===== src/hdl/lsu_mon_defs.svh =====
//////////////////////////////////////////////////
// widths, FIFO depth and code macros shared by the
// load/store access monitor RTL and its testbench
//////////////////////////////////////////////////

`ifndef LSU_MON_DEFS_SVH
`define LSU_MON_DEFS_SVH

// widths
`define LSU_ADDR_W      32
`define LSU_CAP_TOP_W   33
`define LSU_TYPE_W      2
`define LSU_CLASS_W     4
`define LSU_SIZE_W      4
`define LSU_ROOM_W      2

// number of buffered requests
`define LSU_FIFO_DEPTH  4

// rv32 size type
`define LSU_TYPE_WORD   2'd0
`define LSU_TYPE_HALF   2'd1
`define LSU_TYPE_BYTE   2'd2

// access classes
`define LSU_ACC_NULL              4'd0
`define LSU_ACC_CAP_RD            4'd1
`define LSU_ACC_CAP_WR            4'd2
`define LSU_ACC_BYTE_RD           4'd3
`define LSU_ACC_BYTE_WR           4'd4
`define LSU_ACC_HW_RD_ALIGNED     4'd5
`define LSU_ACC_HW_RD_UNALIGNED   4'd6
`define LSU_ACC_HW_WR_ALIGNED     4'd7
`define LSU_ACC_HW_WR_UNALIGNED   4'd8
`define LSU_ACC_WORD_RD_ALIGNED   4'd9
`define LSU_ACC_WORD_RD_UNALIGNED 4'd10
`define LSU_ACC_WORD_WR_ALIGNED   4'd11
`define LSU_ACC_WORD_WR_UNALIGNED 4'd12

// capability room check
`define LSU_ROOM_MORE   2'd0
`define LSU_ROOM_EQUAL  2'd1
`define LSU_ROOM_LESS   2'd2

`endif


===== src/hdl/lsu_pkg.sv =====
//////////////////////////////////////////////////
// request-side types of a cpu load/store access
//////////////////////////////////////////////////

`include "lsu_mon_defs.svh"

`default_nettype none

package lsu_pkg;

  // byte address of the access
  typedef logic [`LSU_ADDR_W-1:0] lsu_addr_t;

  // rv32 size type, see LSU_TYPE_* codes
  typedef logic [`LSU_TYPE_W-1:0] lsu_type_t;

  // top of the authorising capability
  // one bit wider than the address so a top of 2**32 fits
  typedef logic [`LSU_CAP_TOP_W-1:0] cap_top_t;

endpackage

`default_nettype wire


===== src/hdl/mon_pkg.sv =====
//////////////////////////////////////////////////
// result-side types and FSM states of the monitor
//////////////////////////////////////////////////

`include "lsu_mon_defs.svh"

`default_nettype none

package mon_pkg;

  // access class, a LSU_ACC_* code
  typedef logic [`LSU_CLASS_W-1:0] acc_class_t;

  // transfer size in bytes (8, 4, 2 or 1)
  typedef logic [`LSU_SIZE_W-1:0] xfer_size_t;

  // room check, a LSU_ROOM_* code
  typedef logic [`LSU_ROOM_W-1:0] room_chk_t;

  // four-phase request receiver
  typedef enum logic {WAIT_REQ, WAIT_DROP} cap_fsm_e;

  // four-phase result sender
  typedef enum logic [1:0] {RES_IDLE, RES_SEND, RES_RELEASE} res_fsm_e;

endpackage

`default_nettype wire


===== src/hdl/lsu_req_if.sv =====
//////////////////////////////////////////////////
// one buffered request with valid/ready
//////////////////////////////////////////////////

`timescale 1ns/1ps
`default_nettype none

interface lsu_req_if;

  // handshake, transfer on an edge with both high
  logic valid;
  logic ready;

  // request payload
  lsu_pkg::lsu_addr_t addr;
  lsu_pkg::lsu_type_t lsu_type;
  logic               we;
  logic               is_cap;
  lsu_pkg::cap_top_t  cap_top;

  // sender side
  modport push (output valid, addr, lsu_type, we, is_cap, cap_top,
                input  ready);

  // receiver side
  modport pop  (input  valid, addr, lsu_type, we, is_cap, cap_top,
                output ready);

endinterface

`default_nettype wire


===== src/hdl/lsu_acc_classifier.sv =====
//////////////////////////////////////////////////
// access class, transfer size and capability room
// check, sent out on the four-phase result side
//////////////////////////////////////////////////

`include "lsu_mon_defs.svh"

`timescale 1ns/1ps
`default_nettype none

module lsu_acc_classifier (
  input  logic                clk_i,
  input  logic                rst_ni,
  lsu_req_if.pop              pop,
  output logic                res_req_o,
  input  logic                res_ack_i,
  output lsu_pkg::lsu_addr_t  res_addr_o,
  output mon_pkg::acc_class_t res_class_o,
  output mon_pkg::xfer_size_t res_size_o,
  output mon_pkg::room_chk_t  res_room_o
);

  mon_pkg::res_fsm_e   res_state_q;
  mon_pkg::res_fsm_e   res_state_d;
  mon_pkg::acc_class_t acc_class;
  mon_pkg::xfer_size_t xfer_size;
  mon_pkg::room_chk_t  room_chk;
  lsu_pkg::cap_top_t   addr_ext;
  lsu_pkg::cap_top_t   size_ext;
  lsu_pkg::cap_top_t   room_left;
  logic                top_below;
  logic                word_aligned;
  logic                half_aligned;
  logic                take;

  //////////////////////////////////////////////////
  // classification of the head entry
  //////////////////////////////////////////////////

  assign word_aligned = (pop.addr[1:0] == 2'b00);
  assign half_aligned = !pop.addr[0];

  always_comb begin
    acc_class = `LSU_ACC_NULL;
    xfer_size = 4'd1;
    if (pop.is_cap) begin
      xfer_size = 4'd8;
      acc_class = pop.we ? `LSU_ACC_CAP_WR : `LSU_ACC_CAP_RD;
    end else begin
      case (pop.lsu_type)
        `LSU_TYPE_WORD: begin
          xfer_size = 4'd4;
          if (pop.we) begin
            acc_class = word_aligned ? `LSU_ACC_WORD_WR_ALIGNED : `LSU_ACC_WORD_WR_UNALIGNED;
          end else begin
            acc_class = word_aligned ? `LSU_ACC_WORD_RD_ALIGNED : `LSU_ACC_WORD_RD_UNALIGNED;
          end
        end
        `LSU_TYPE_HALF: begin
          xfer_size = 4'd2;
          if (pop.we) begin
            acc_class = half_aligned ? `LSU_ACC_HW_WR_ALIGNED : `LSU_ACC_HW_WR_UNALIGNED;
          end else begin
            acc_class = half_aligned ? `LSU_ACC_HW_RD_ALIGNED : `LSU_ACC_HW_RD_UNALIGNED;
          end
        end
        // byte type and the unused code
        default: begin
          acc_class = pop.we ? `LSU_ACC_BYTE_WR : `LSU_ACC_BYTE_RD;
        end
      endcase
    end
  end

  // room left in the capability above the access address
  assign addr_ext  = {1'b0, pop.addr};
  assign size_ext  = lsu_pkg::cap_top_t'(xfer_size);
  assign top_below = (pop.cap_top < addr_ext);
  assign room_left = pop.cap_top - addr_ext;

  always_comb begin
    if (top_below || (room_left < size_ext)) begin
      room_chk = `LSU_ROOM_LESS;
    end else if (room_left == size_ext) begin
      room_chk = `LSU_ROOM_EQUAL;
    end else begin
      room_chk = `LSU_ROOM_MORE;
    end
  end

  //////////////////////////////////////////////////
  // result handshake
  //////////////////////////////////////////////////

  assign pop.ready = (res_state_q == mon_pkg::RES_IDLE);
  assign take      = pop.valid && pop.ready;

  always_comb begin
    res_state_d = res_state_q;
    case (res_state_q)
      mon_pkg::RES_IDLE: begin
        if (take) begin
          res_state_d = mon_pkg::RES_SEND;
        end
      end
      mon_pkg::RES_SEND: begin
        if (res_ack_i) begin
          res_state_d = mon_pkg::RES_RELEASE;
        end
      end
      // wait for the ack to drop before the next pop
      mon_pkg::RES_RELEASE: begin
        if (!res_ack_i) begin
          res_state_d = mon_pkg::RES_IDLE;
        end
      end
      default: res_state_d = mon_pkg::RES_IDLE;
    endcase
  end

  always_ff @(posedge clk_i or negedge rst_ni) begin
    if (!rst_ni) begin
      res_state_q <= mon_pkg::RES_IDLE;
    end else begin
      res_state_q <= res_state_d;
    end
  end

  // result payload, loaded only on a pop so it holds through the handshake
  always_ff @(posedge clk_i) begin
    if (take) begin
      res_addr_o  <= pop.addr;
      res_class_o <= acc_class;
      res_size_o  <= xfer_size;
      res_room_o  <= room_chk;
    end
  end

  assign res_req_o = (res_state_q == mon_pkg::RES_SEND);

endmodule

`default_nettype wire


===== src/hdl/lsu_access_monitor.sv =====
//////////////////////////////////////////////////
// load/store access monitor top level
//////////////////////////////////////////////////

`timescale 1ns/1ps
`default_nettype none

module lsu_access_monitor (
  input  logic                clk_i,
  input  logic                rst_ni,
  // request side
  input  logic                req_i,
  output logic                ack_o,
  input  lsu_pkg::lsu_addr_t  req_addr_i,
  input  lsu_pkg::lsu_type_t  req_type_i,
  input  logic                req_we_i,
  input  logic                req_is_cap_i,
  input  lsu_pkg::cap_top_t   req_cap_top_i,
  // result side
  output logic                res_req_o,
  input  logic                res_ack_i,
  output lsu_pkg::lsu_addr_t  res_addr_o,
  output mon_pkg::acc_class_t res_class_o,
  output mon_pkg::xfer_size_t res_size_o,
  output mon_pkg::room_chk_t  res_room_o
);

  // capture to FIFO, and FIFO head to classifier
  lsu_req_if req_push_if ();
  lsu_req_if req_pop_if ();

  lsu_req_capture u_capture (
    .clk_i         (clk_i),
    .rst_ni        (rst_ni),
    .req_i         (req_i),
    .ack_o         (ack_o),
    .req_addr_i    (req_addr_i),
    .req_type_i    (req_type_i),
    .req_we_i      (req_we_i),
    .req_is_cap_i  (req_is_cap_i),
    .req_cap_top_i (req_cap_top_i),
    .push          (req_push_if.push)
  );

  lsu_req_fifo u_fifo (
    .clk_i  (clk_i),
    .rst_ni (rst_ni),
    .push   (req_push_if.pop),
    .pop    (req_pop_if.push)
  );

  lsu_acc_classifier u_classifier (
    .clk_i       (clk_i),
    .rst_ni      (rst_ni),
    .pop         (req_pop_if.pop),
    .res_req_o   (res_req_o),
    .res_ack_i   (res_ack_i),
    .res_addr_o  (res_addr_o),
    .res_class_o (res_class_o),
    .res_size_o  (res_size_o),
    .res_room_o  (res_room_o)
  );

endmodule

`default_nettype wire


===== src/hdl/lsu_req_capture.sv =====
//////////////////////////////////////////////////
// four-phase request receiver, one push per request
//////////////////////////////////////////////////

`timescale 1ns/1ps
`default_nettype none

module lsu_req_capture (
  input  logic               clk_i,
  input  logic               rst_ni,
  input  logic               req_i,
  output logic               ack_o,
  input  lsu_pkg::lsu_addr_t req_addr_i,
  input  lsu_pkg::lsu_type_t req_type_i,
  input  logic               req_we_i,
  input  logic               req_is_cap_i,
  input  lsu_pkg::cap_top_t  req_cap_top_i,
  lsu_req_if.push            push
);

  mon_pkg::cap_fsm_e cap_state_q;
  mon_pkg::cap_fsm_e cap_state_d;
  logic              push_taken;

  // payload is held stable by the requester until ack
  assign push.addr     = req_addr_i;
  assign push.lsu_type = req_type_i;
  assign push.we       = req_we_i;
  assign push.is_cap   = req_is_cap_i;
  assign push.cap_top  = req_cap_top_i;

  // offer the request only once, before it is acknowledged
  assign push.valid = (cap_state_q == mon_pkg::WAIT_REQ) && req_i;
  assign push_taken = push.valid && push.ready;

  //////////////////////////////////////////////////
  // receiver FSM
  //////////////////////////////////////////////////

  always_comb begin
    cap_state_d = cap_state_q;
    case (cap_state_q)
      mon_pkg::WAIT_REQ: begin
        // a full FIFO keeps the request waiting
        if (push_taken) begin
          cap_state_d = mon_pkg::WAIT_DROP;
        end
      end
      mon_pkg::WAIT_DROP: begin
        if (!req_i) begin
          cap_state_d = mon_pkg::WAIT_REQ;
        end
      end
      default: cap_state_d = mon_pkg::WAIT_REQ;
    endcase
  end

  always_ff @(posedge clk_i or negedge rst_ni) begin
    if (!rst_ni) begin
      cap_state_q <= mon_pkg::WAIT_REQ;
    end else begin
      cap_state_q <= cap_state_d;
    end
  end

  // ack is high for the whole of WAIT_DROP, rises the cycle after the push
  assign ack_o = (cap_state_q == mon_pkg::WAIT_DROP);

endmodule

`default_nettype wire


===== src/hdl/lsu_req_fifo.sv =====
//////////////////////////////////////////////////
// request FIFO, circular buffer with wrap-bit
// pointers
//////////////////////////////////////////////////

`include "lsu_mon_defs.svh"

`timescale 1ns/1ps
`default_nettype none

module lsu_req_fifo (
  input  logic     clk_i,
  input  logic     rst_ni,
  // write side, this module is the receiver
  lsu_req_if.pop   push,
  // read side, this module is the sender
  lsu_req_if.push  pop
);

  localparam int unsigned depth = `LSU_FIFO_DEPTH;
  localparam int unsigned idx_w = $clog2(depth);

  // pointers carry one extra wrap bit
  logic [idx_w:0] wr_ptr_q;
  logic [idx_w:0] rd_ptr_q;
  logic           full;
  logic           empty;
  logic           do_push;
  logic           do_pop;

  // storage
  lsu_pkg::lsu_addr_t addr_mem    [depth];
  lsu_pkg::lsu_type_t type_mem    [depth];
  logic               we_mem      [depth];
  logic               is_cap_mem  [depth];
  lsu_pkg::cap_top_t  cap_top_mem [depth];

  assign empty = (wr_ptr_q == rd_ptr_q);
  assign full  = (wr_ptr_q[idx_w] != rd_ptr_q[idx_w]) &&
                 (wr_ptr_q[idx_w-1:0] == rd_ptr_q[idx_w-1:0]);

  assign push.ready = !full;
  assign pop.valid  = !empty;

  assign do_push = push.valid && push.ready;
  assign do_pop  = pop.valid && pop.ready;

  always_ff @(posedge clk_i or negedge rst_ni) begin
    if (!rst_ni) begin
      wr_ptr_q <= '0;
      rd_ptr_q <= '0;
    end else begin
      if (do_push) begin
        wr_ptr_q <= wr_ptr_q + 1'b1;
      end
      if (do_pop) begin
        rd_ptr_q <= rd_ptr_q + 1'b1;
      end
    end
  end

  always_ff @(posedge clk_i) begin
    if (do_push) begin
      addr_mem[wr_ptr_q[idx_w-1:0]]    <= push.addr;
      type_mem[wr_ptr_q[idx_w-1:0]]    <= push.lsu_type;
      we_mem[wr_ptr_q[idx_w-1:0]]      <= push.we;
      is_cap_mem[wr_ptr_q[idx_w-1:0]]  <= push.is_cap;
      cap_top_mem[wr_ptr_q[idx_w-1:0]] <= push.cap_top;
    end
  end

  // head entry, straight from the storage registers
  assign pop.addr     = addr_mem[rd_ptr_q[idx_w-1:0]];
  assign pop.lsu_type = type_mem[rd_ptr_q[idx_w-1:0]];
  assign pop.we       = we_mem[rd_ptr_q[idx_w-1:0]];
  assign pop.is_cap   = is_cap_mem[rd_ptr_q[idx_w-1:0]];
  assign pop.cap_top  = cap_top_mem[rd_ptr_q[idx_w-1:0]];

endmodule

`default_nettype wire


===== config.mk =====
export PLATFORM = sky130hd
export DESIGN_NAME = lsu_access_monitor
export DESIGN_NICKNAME = d
export VERILOG_FILES = /design/src/hdl/lsu_pkg.sv /design/src/hdl/mon_pkg.sv /design/src/hdl/lsu_req_if.sv /design/src/hdl/lsu_acc_classifier.sv /design/src/hdl/lsu_access_monitor.sv /design/src/hdl/lsu_req_capture.sv /design/src/hdl/lsu_req_fifo.sv
export VERILOG_INCLUDE_DIRS = /design/src /design/src/hdl
export SDC_FILE = /design/constraint.sdc
export NUM_CORES = 1
export LEC_CHECK = 0
export BUFFER_PORTS_ARGS = -buffer_cell sky130_fd_sc_hd__buf_2
export CAP_MARGIN = 20
export CORE_MARGIN = 5
export CORE_UTILIZATION = 30
export CTS_CLUSTER_DIAMETER = 60
export CTS_CLUSTER_SIZE = 40
export DETAILED_ROUTE_END_ITERATION = 12
export GPL_TIMING_DRIVEN = 0
export PLACE_DENSITY = 0.56
export SYNTH_ARGS = -nofsm -noshare
export SYNTH_HDL_FRONTEND = slang
export SYNTH_SLANG_ARGS = --single-unit
export TNS_END_PERCENT = 30

===== constraint.sdc =====
create_clock -name clk_i -period 6.72 [get_ports clk_i]
set_clock_uncertainty 0.05 [all_clocks]
set_input_delay 1.008 -clock clk_i [delete_from_list [all_inputs] [get_ports clk_i]]
set_output_delay 1.008 -clock clk_i [all_outputs]
set_load 0.05 [all_outputs]

Word level (Yosys, flattened, before mapping)
Memories as Yosys holds them, arrays and structs flattened.
Index checks and enable logic that the tools add are counted.
{ "word_totals": {"register_bits": 51, "ram_bits": 276, "output_inout_bits": 44, "word_cells": 61, "mem_count": 5} }
{ "mem_list": {"columns": ["memory", "words", "word_bits", "read_ports", "rd_clocked_by_memory_dff", "wr", "line_no", "rtl"], "rows": [
  ["u_fifo.cap_top_mem", 4, 33, 1, 0, 1, "lsu_req_fifo.sv:36", "lsu_pkg::cap_top_t cap_top_mem [depth];"],
  ["u_fifo.addr_mem", 4, 32, 1, 0, 1, "lsu_req_fifo.sv:32", "lsu_pkg::lsu_addr_t addr_mem [depth];"],
  ["u_fifo.type_mem", 4, 2, 1, 0, 1, "lsu_req_fifo.sv:33", "lsu_pkg::lsu_type_t type_mem [depth];"],
  ["u_fifo.is_cap_mem", 4, 1, 1, 0, 1, "lsu_req_fifo.sv:35", "logic is_cap_mem [depth];"],
  ["u_fifo.we_mem", 4, 1, 1, 0, 1, "lsu_req_fifo.sv:34", "logic we_mem [depth];"]
]} }
{ "classes": {"n_addsub": 3, "order_cmp": 2, "eq_ne": 10, "n_mux": 21, "bitwise_logic": 1, "reduce_logical": 11} }
{ "ops": {"columns": ["op", "n"], "rows": [
  ["equality test 33 x 4 -> 1 bit", 1],
  ["< comparator 33 x 32 -> 1 bit", 1],
  ["< comparator 33 x 4 -> 1 bit", 1],
  ["subtractor 33 x 32 -> 33 bit", 1],
  ["2-to-1 mux 4 bit", 5],
  ["2-to-1 mux 2 bit", 6],
  ["case mux 4 bit (2 select lines)", 1],
  ["adder 3 x 1 -> 3 bit (second input constant)", 2],
  ["logical NOT 2 bit", 3],
  ["2-to-1 mux 3 bit", 2],
  ["case mux 2 bit (3 select lines)", 1],
  ["case mux 3 bit (2 select lines)", 1],
  ["equality test 2 x 1 -> 1 bit (second input constant)", 2],
  ["logical AND 1 bit", 4],
  ["2-to-1 mux 1 bit", 4],
  ["inequality test 2 bit (second input constant)", 2],
  ["equality test 3 bit", 1],
  ["AND reduction 3 bit", 1],
  ["equality test 2 bit", 1],
  ["equality test 2 bit (second input constant)", 1],
  ["logical NOT 1 bit", 2],
  ["inequality test 2 x 1 -> 1 bit (second input constant)", 1],
  ["case mux 1 bit (2 select lines)", 1],
  ["logical OR 1 bit", 1],
  ["2 further kinds", 2]
]} }

Depth between registers and ports, before layout
{ "depth": {"word_depth": 6, "mapped_depth": 17, "depth_no_buf": 14} }

Modules after synthesis
From an unflattened synthesis, not the netlist that was laid out.
{ "hier_totals": {"cells_unflattened": 919, "area_unflattened_um2": 14801.7} }
{ "modules_own_cells": {"columns": ["mod", "instances", "cells_per_inst", "area_each_um2", "seq_area_each_um2"], "rows": [
  ["lsu_req_fifo", 1, 408, 10427.5, 8438.1],
  ["lsu_acc_classifier", 1, 439, 3817.4, 1311.3],
  ["lsu_req_capture", 1, 72, 556.8, 25.0]
]} }

Least setup slack after synthesis
Ideal clock, no wire load.
{ "synth_path": {"kind": "register -> register", "from": "register u_fifo.rd_ptr_q[0]", "to": "register u_classifier.res_room_o[1] (data pin)", "setup_time_ps": 145, "arrival_ps": 4815, "t_required_ps": 6525, "path_slack_ps": 1710, "stages_incl_launch_ff": 18, "n_path_buf": 4, "period_less_slack_ps": 5010, "cell_sequence": "dfrtp_1 clkbuf_1 clkbuf_1 buf_1 mux4_2 inv_1 ha_1 buf_2 a21oi_1 a21boi_2 o21bai_1 a211oi_4 a21oi_2 mux2_4 a2111o_1 nor4_2 nand4_1 o21ai_1"} }
{ "synth_lines": {"columns": ["item", "line_no", "rtl"], "rows": [
  ["start: declaration", "lsu_req_fifo.sv:25", "logic [idx_w:0] rd_ptr_q;"],
  ["start signal: assignment", "lsu_req_fifo.sv:57", "rd_ptr_q <= rd_ptr_q + 1'b1;"],
  ["memory (4 x 32 bit) *", null, null],
  ["named net req_pop_if.addr[8]", "lsu_req_if.sv:15", "lsu_pkg::lsu_addr_t addr;"],
  ["subtractor 33 x 32 -> 33 bit", "lsu_acc_classifier.sv:79", "assign room_left = pop.cap_top - addr_ext;"],
  ["< comparator 33 x 4 -> 1 bit", "lsu_acc_classifier.sv:82", "if (top_below || (room_left < size_ext)) begin"],
  ["logical OR 1 bit *", "lsu_acc_classifier.sv:82", null],
  ["end signal: assignment", "lsu_acc_classifier.sv:135", "res_room_o <= room_chk;"],
  ["end: declaration", "lsu_acc_classifier.sv:20", "output mon_pkg::room_chk_t res_room_o"]
]} }
Mark *: on every way through the listed nets, which the timed path passes. The rest lies on a longest branch.
A chain may end at the register's enable or synchronous reset.

Worst setup path in the final report
{ "layout_path": {"from": "register u_fifo.rd_ptr_q[0]", "to": "register u_classifier.res_room_o[0] (data pin)"} }
{ "layout_between": {"elab_chain_cells": 6} }
{ "layout_rtl": {"columns": ["item"], "rows": [
  ["branches (longest 6 deep; another with memory (4 x 33 bit))"]
]} }
Several ways; the timed one is not identified.

==> impl_metrics.env <==
export IMPL_hold_buf_cts=0
export IMPL_floorplan_die_height_um=228
export IMPL_worst_slew_margin_rel=0.486
export IMPL_synth_cell_types=75
export IMPL_gpl_wtd_cong=0.825
export IMPL_setup_repair_after_global_routing_missed_its_margin="false"
export IMPL_grt_start_max_net_pins=42
export IMPL_worst_min_path_class="in -> async"
export IMPL_actual_transition_at_the_worst_max_transition_pin_ns=0.770
export IMPL_floorplan_core_area_um2=46700
export IMPL_numPlacedInstances=1567
export IMPL_placement_rows=79
export IMPL_route_vias_total=7821
export IMPL_fin_crit_sh=0.930
export IMPL_grt_antenna_before_repair=7
export IMPL_fin_cells=1613
export IMPL_timing_critical_path_required_ns=7.04
export IMPL_post_cts_setup_inserts=0
export IMPL_cts_htree_levels=1
export IMPL_report_final_slew_viol_count=0
export IMPL_clk_root_buffer_cell="sky130_fd_sc_hd__clkbuf_16"
export IMPL_length_of_the_first_detailed_routing_pass_in_iterations=6
export IMPL_finalSetupViolCount=0
export IMPL_fin_area_um2=16600
export IMPL_fp_dieW_um=228
export IMPL_worstSetupStartpointType="flop"
export IMPL_synth_seq_cells=327
export IMPL_yosysWarnings=0
export IMPL_status="finished, final reports clean"
export IMPL_synth_ff_type="sky130_fd_sc_hd__edfxtp_1"
export IMPL_place_ws_ns=0.102
export IMPL_hold_viol_final=0
export IMPL_cts_made_buffers=25
export IMPL_initial_standard_cell_utilization_of_the_core=0.304
export IMPL_ant_nets=0
export IMPL_die_area_um2=51800
export IMPL_synth_enable_flop_cells=318
export IMPL_mappedNetlistNets=957
export IMPL_synth_area_per_cell_um2=16.9
export IMPL_dp_final_hpwl_mm=22.6
export IMPL_maxCapViolCount=0
export IMPL_gr_total_overflow=0
export IMPL_postRouteWirelength_mm=31.9
export IMPL_avgViaCountPerCell=4.85
export IMPL_nets=1105
export IMPL_worst_reg2reg_startpoint="u_fifo.rd_ptr_q[0]$_DFFE_PN0P_"
export IMPL_drt_wirelength_per_cell_um=19.7
export IMPL_placed_cell_area_um2=15700
export IMPL_total_neg_setup_slack_ns=0
export IMPL_worst_setup_path_end_kind="flop"
export IMPL_post_route_cells_drive_above_1_share=0.272
export IMPL_drt_iter0_markers=532
export IMPL_port_buffers=116
export IMPL_cts_root_to_sink_buffers=3
export IMPL_worstPathArrival_ns=6.57
export IMPL_netlist_area_um2=14200
export IMPL_area_growth_synth_to_final_pct=16.6
export IMPL_drcViolationCount=0
export IMPL_final_period_minus_worst_setup_slack_ns=6.25
export IMPL_post_synthesis_async_set_or_reset_flop_share=0.0275
export IMPL_layout_setup_ws_ns=0.470
export IMPL_type_of_the_setup_path_with_the_least_slack="reg -> reg"
export IMPL_clk_transition_reported_paths_ns=0.08
export IMPL_worst_r2r_setup_slack_ns=0.47
export IMPL_critical_path_peak_fanout=10
export IMPL_clkSinkCount=327
export IMPL_crit_path_launch="u_fifo.rd_ptr_q[0]$_DFFE_PN0P_"
export IMPL_count_of_mapped_cells_out_of_synthesis=839
export IMPL_post_synthesis_sequential_area_ratio=0.688
export IMPL_clk_latency_ns=0.54
export IMPL_first_global_vias=7993
export IMPL_floorplan_io_pins=117
export IMPL_maxClockFrequency_mhz=160
export IMPL_cts_tree="yes"
export IMPL_grt_total_usage=0.122
export IMPL_grt_pass1_wl_mm=48.9
layout make-up:
class | count | area [um2]
Multi-Input combinational cell | 424 | 4100
Antenna cell | 1 | 2.50
Buffer | 29 | 138
Sequential cell | 327 | 9770
Inverter | 59 | 221
Clock buffer | 25 | 626
Tap cell | 607 | 759
Timing Repair Buffer | 121 | 711
Fill cell | 4503 | 30100
Clock inverter | 20 | 233
metal layers:
| metal | routed length, um | GRT usage | vias to the layer above |
|---|---|---|---|
| li1 | - | - | 3649 |
| met5 | 80 | 0 | - |
| met1 | 14500 | 0.172 | 3955 |
| met2 | 15200 | 0.196 | 153 |
| met4 | 622 | 0.0253 | 12 |
| met3 | 1480 | 0.0257 | 52 |
cells in the mapped netlist (3+ instances only):
| master | n | area share |
|---|---|---|
| sky130_fd_sc_hd__edfxtp_1 | 318 | 0.67 |
| sky130_fd_sc_hd__mux4_2 | 69 | 0.11 |
| sky130_fd_sc_hd__inv_1 | 59 | 0.016 |
| sky130_fd_sc_hd__ha_1 | 44 | 0.039 |
| sky130_fd_sc_hd__nand2_1 | 38 | 0.010 |
| sky130_fd_sc_hd__o21ai_0 | 35 | 0.012 |
| sky130_fd_sc_hd__a21oi_1 | 34 | 0.012 |
| sky130_fd_sc_hd__nor2_1 | 30 | 0.0079 |
| sky130_fd_sc_hd__xnor2_1 | 13 | 0.0080 |
| sky130_fd_sc_hd__clkbuf_1 | 12 | 0.0032 |
| sky130_fd_sc_hd__nand4_1 | 11 | 0.0048 |
| sky130_fd_sc_hd__nor2b_1 | 10 | 0.0044 |
| sky130_fd_sc_hd__dfrtp_1 | 9 | 0.016 |
| sky130_fd_sc_hd__nor3_1 | 9 | 0.0032 |
| sky130_fd_sc_hd__o21a_1 | 9 | 0.0048 |
| sky130_fd_sc_hd__a21o_1 | 8 | 0.0042 |
| sky130_fd_sc_hd__and2_1 | 7 | 0.0031 |
| sky130_fd_sc_hd__buf_1 | 7 | 0.0018 |
| sky130_fd_sc_hd__buf_2 | 7 | 0.0025 |
| sky130_fd_sc_hd__nand3_1 | 7 | 0.0025 |
| sky130_fd_sc_hd__and4_1 | 6 | 0.0037 |
| sky130_fd_sc_hd__a211oi_1 | 5 | 0.0026 |
| sky130_fd_sc_hd__o21bai_1 | 5 | 0.0026 |
| sky130_fd_sc_hd__nand2b_1 | 4 | 0.0018 |
| sky130_fd_sc_hd__a21oi_2 | 3 | 0.0018 |
| sky130_fd_sc_hd__nand3b_1 | 3 | 0.0016 |
| sky130_fd_sc_hd__o2111ai_1 | 3 | 0.0018 |
| sky130_fd_sc_hd__o211ai_1 | 3 | 0.0016 |
| sky130_fd_sc_hd__o311a_1 | 3 | 0.0021 |
| sky130_fd_sc_hd__o31ai_1 | 3 | 0.0016 |
| sky130_fd_sc_hd__or3_1 | 3 | 0.0013 |
| sky130_fd_sc_hd__xor2_1 | 3 | 0.0018 |
flip-flops by register name (all words and copies together) (netlist names):
| register | count |
|---|---|
| u_fifo.cap_top_mem | 132 |
| u_fifo.wr_ptr_q | 3 |
| u_fifo.we_mem | 4 |
| u_classifier.res_state_q | 2 |
| u_fifo.addr_mem | 128 |
| u_fifo.rd_ptr_q | 3 |
| u_capture.ack_o | 1 |
| u_fifo.is_cap_mem | 4 |
| u_fifo.type_mem | 8 |
| u_classifier.res_size_o | 4 |
| u_classifier.res_room_o | 2 |
| u_classifier.res_addr_o | 32 |
| u_classifier.res_class_o | 4 |
repair_timing:
action                     4_1_cts  5_1_grt
hold endpoints to repair         0        0
resized for setup                0       14
setup endpoints to repair        0        2
placed cells by master (no fill, tap or decap), drive strengths merged, types with 4 or more instances in the layout:
master / count
edfxtp: 318
buf: 130
mux4: 69
inv: 65
ha: 44
clkbuf: 44
nand2: 38
o21ai: 37
a21oi: 37
nor2: 30
xnor2: 13
nand4: 12
clkinv: 11
nor2b: 10
o21a: 9
nor3: 9
dfrtp: 9
a21o: 9
nand3: 7
a211oi: 7
and2: 7
and4: 6
o21bai: 5
nand2b: 4
o2111ai: 4
a21boi: 4
stage by stage:
stage	hold WS, ns	util
final	0.252	0.355
after global routing	0.238	0.355
after CTS	0.231	0.355
after detailed placement	0.433	0.336
after global placement	0.426	0.333
after floorplan	0.412	-
cells by family after synthesis:
| group | share of synthesized area |
|---|---|
| simple gates | 0.0532 |
| buf+inv | 0.0243 |
| flops | 0.688 |
| xor+xnor | 0.00986 |
| mux | 0.113 |
| compound gates | 0.0710 |
| fa+ha+maj | 0.0402 |
path summary, 6_finish.rpt:
kind                                                                  to  cells past startpoint
worst max-delay path            u_classifier.res_room_o[0]$_SDFFCE_PP0P_                     15
worst min-delay path             u_classifier.res_state_q[0]$_DFFE_PN0P_                      1
worst max register to register  u_classifier.res_room_o[0]$_SDFFCE_PP0P_                     15
worst min register to register            u_fifo.wr_ptr_q[2]$_DFFE_PN0P_                      1
max in group asynchronous                 u_fifo.rd_ptr_q[0]$_DFFE_PN0P_                      1
min in group clk_i                        u_fifo.wr_ptr_q[2]$_DFFE_PN0P_                      1
worst max-delay path, cell delays in order, from the launching register on:
cell and delay, ns:
sky130_fd_sc_hd__dfrtp_1 0.35, sky130_fd_sc_hd__clkbuf_1 0.55, sky130_fd_sc_hd__clkdlybuf4s15_1 0.74, sky130_fd_sc_hd__clkbuf_2 0.49, sky130_fd_sc_hd__mux4_2 0.58, sky130_fd_sc_hd__ha_1 0.35, sky130_fd_sc_hd__and2_1 0.18, sky130_fd_sc_hd__o211ai_1 0.21
sky130_fd_sc_hd__a21oi_2 0.37, sky130_fd_sc_hd__o21ai_0 0.22, sky130_fd_sc_hd__o21ai_1 0.41, sky130_fd_sc_hd__a21oi_1 0.22, sky130_fd_sc_hd__o31ai_1 0.48, sky130_fd_sc_hd__mux2i_1 0.34, sky130_fd_sc_hd__nand4_1 0.25, sky130_fd_sc_hd__nor2_1 0.28
Power is not shown: default switching activity piles up to over one toggle a cycle in this logic, so the estimate is an artifact.
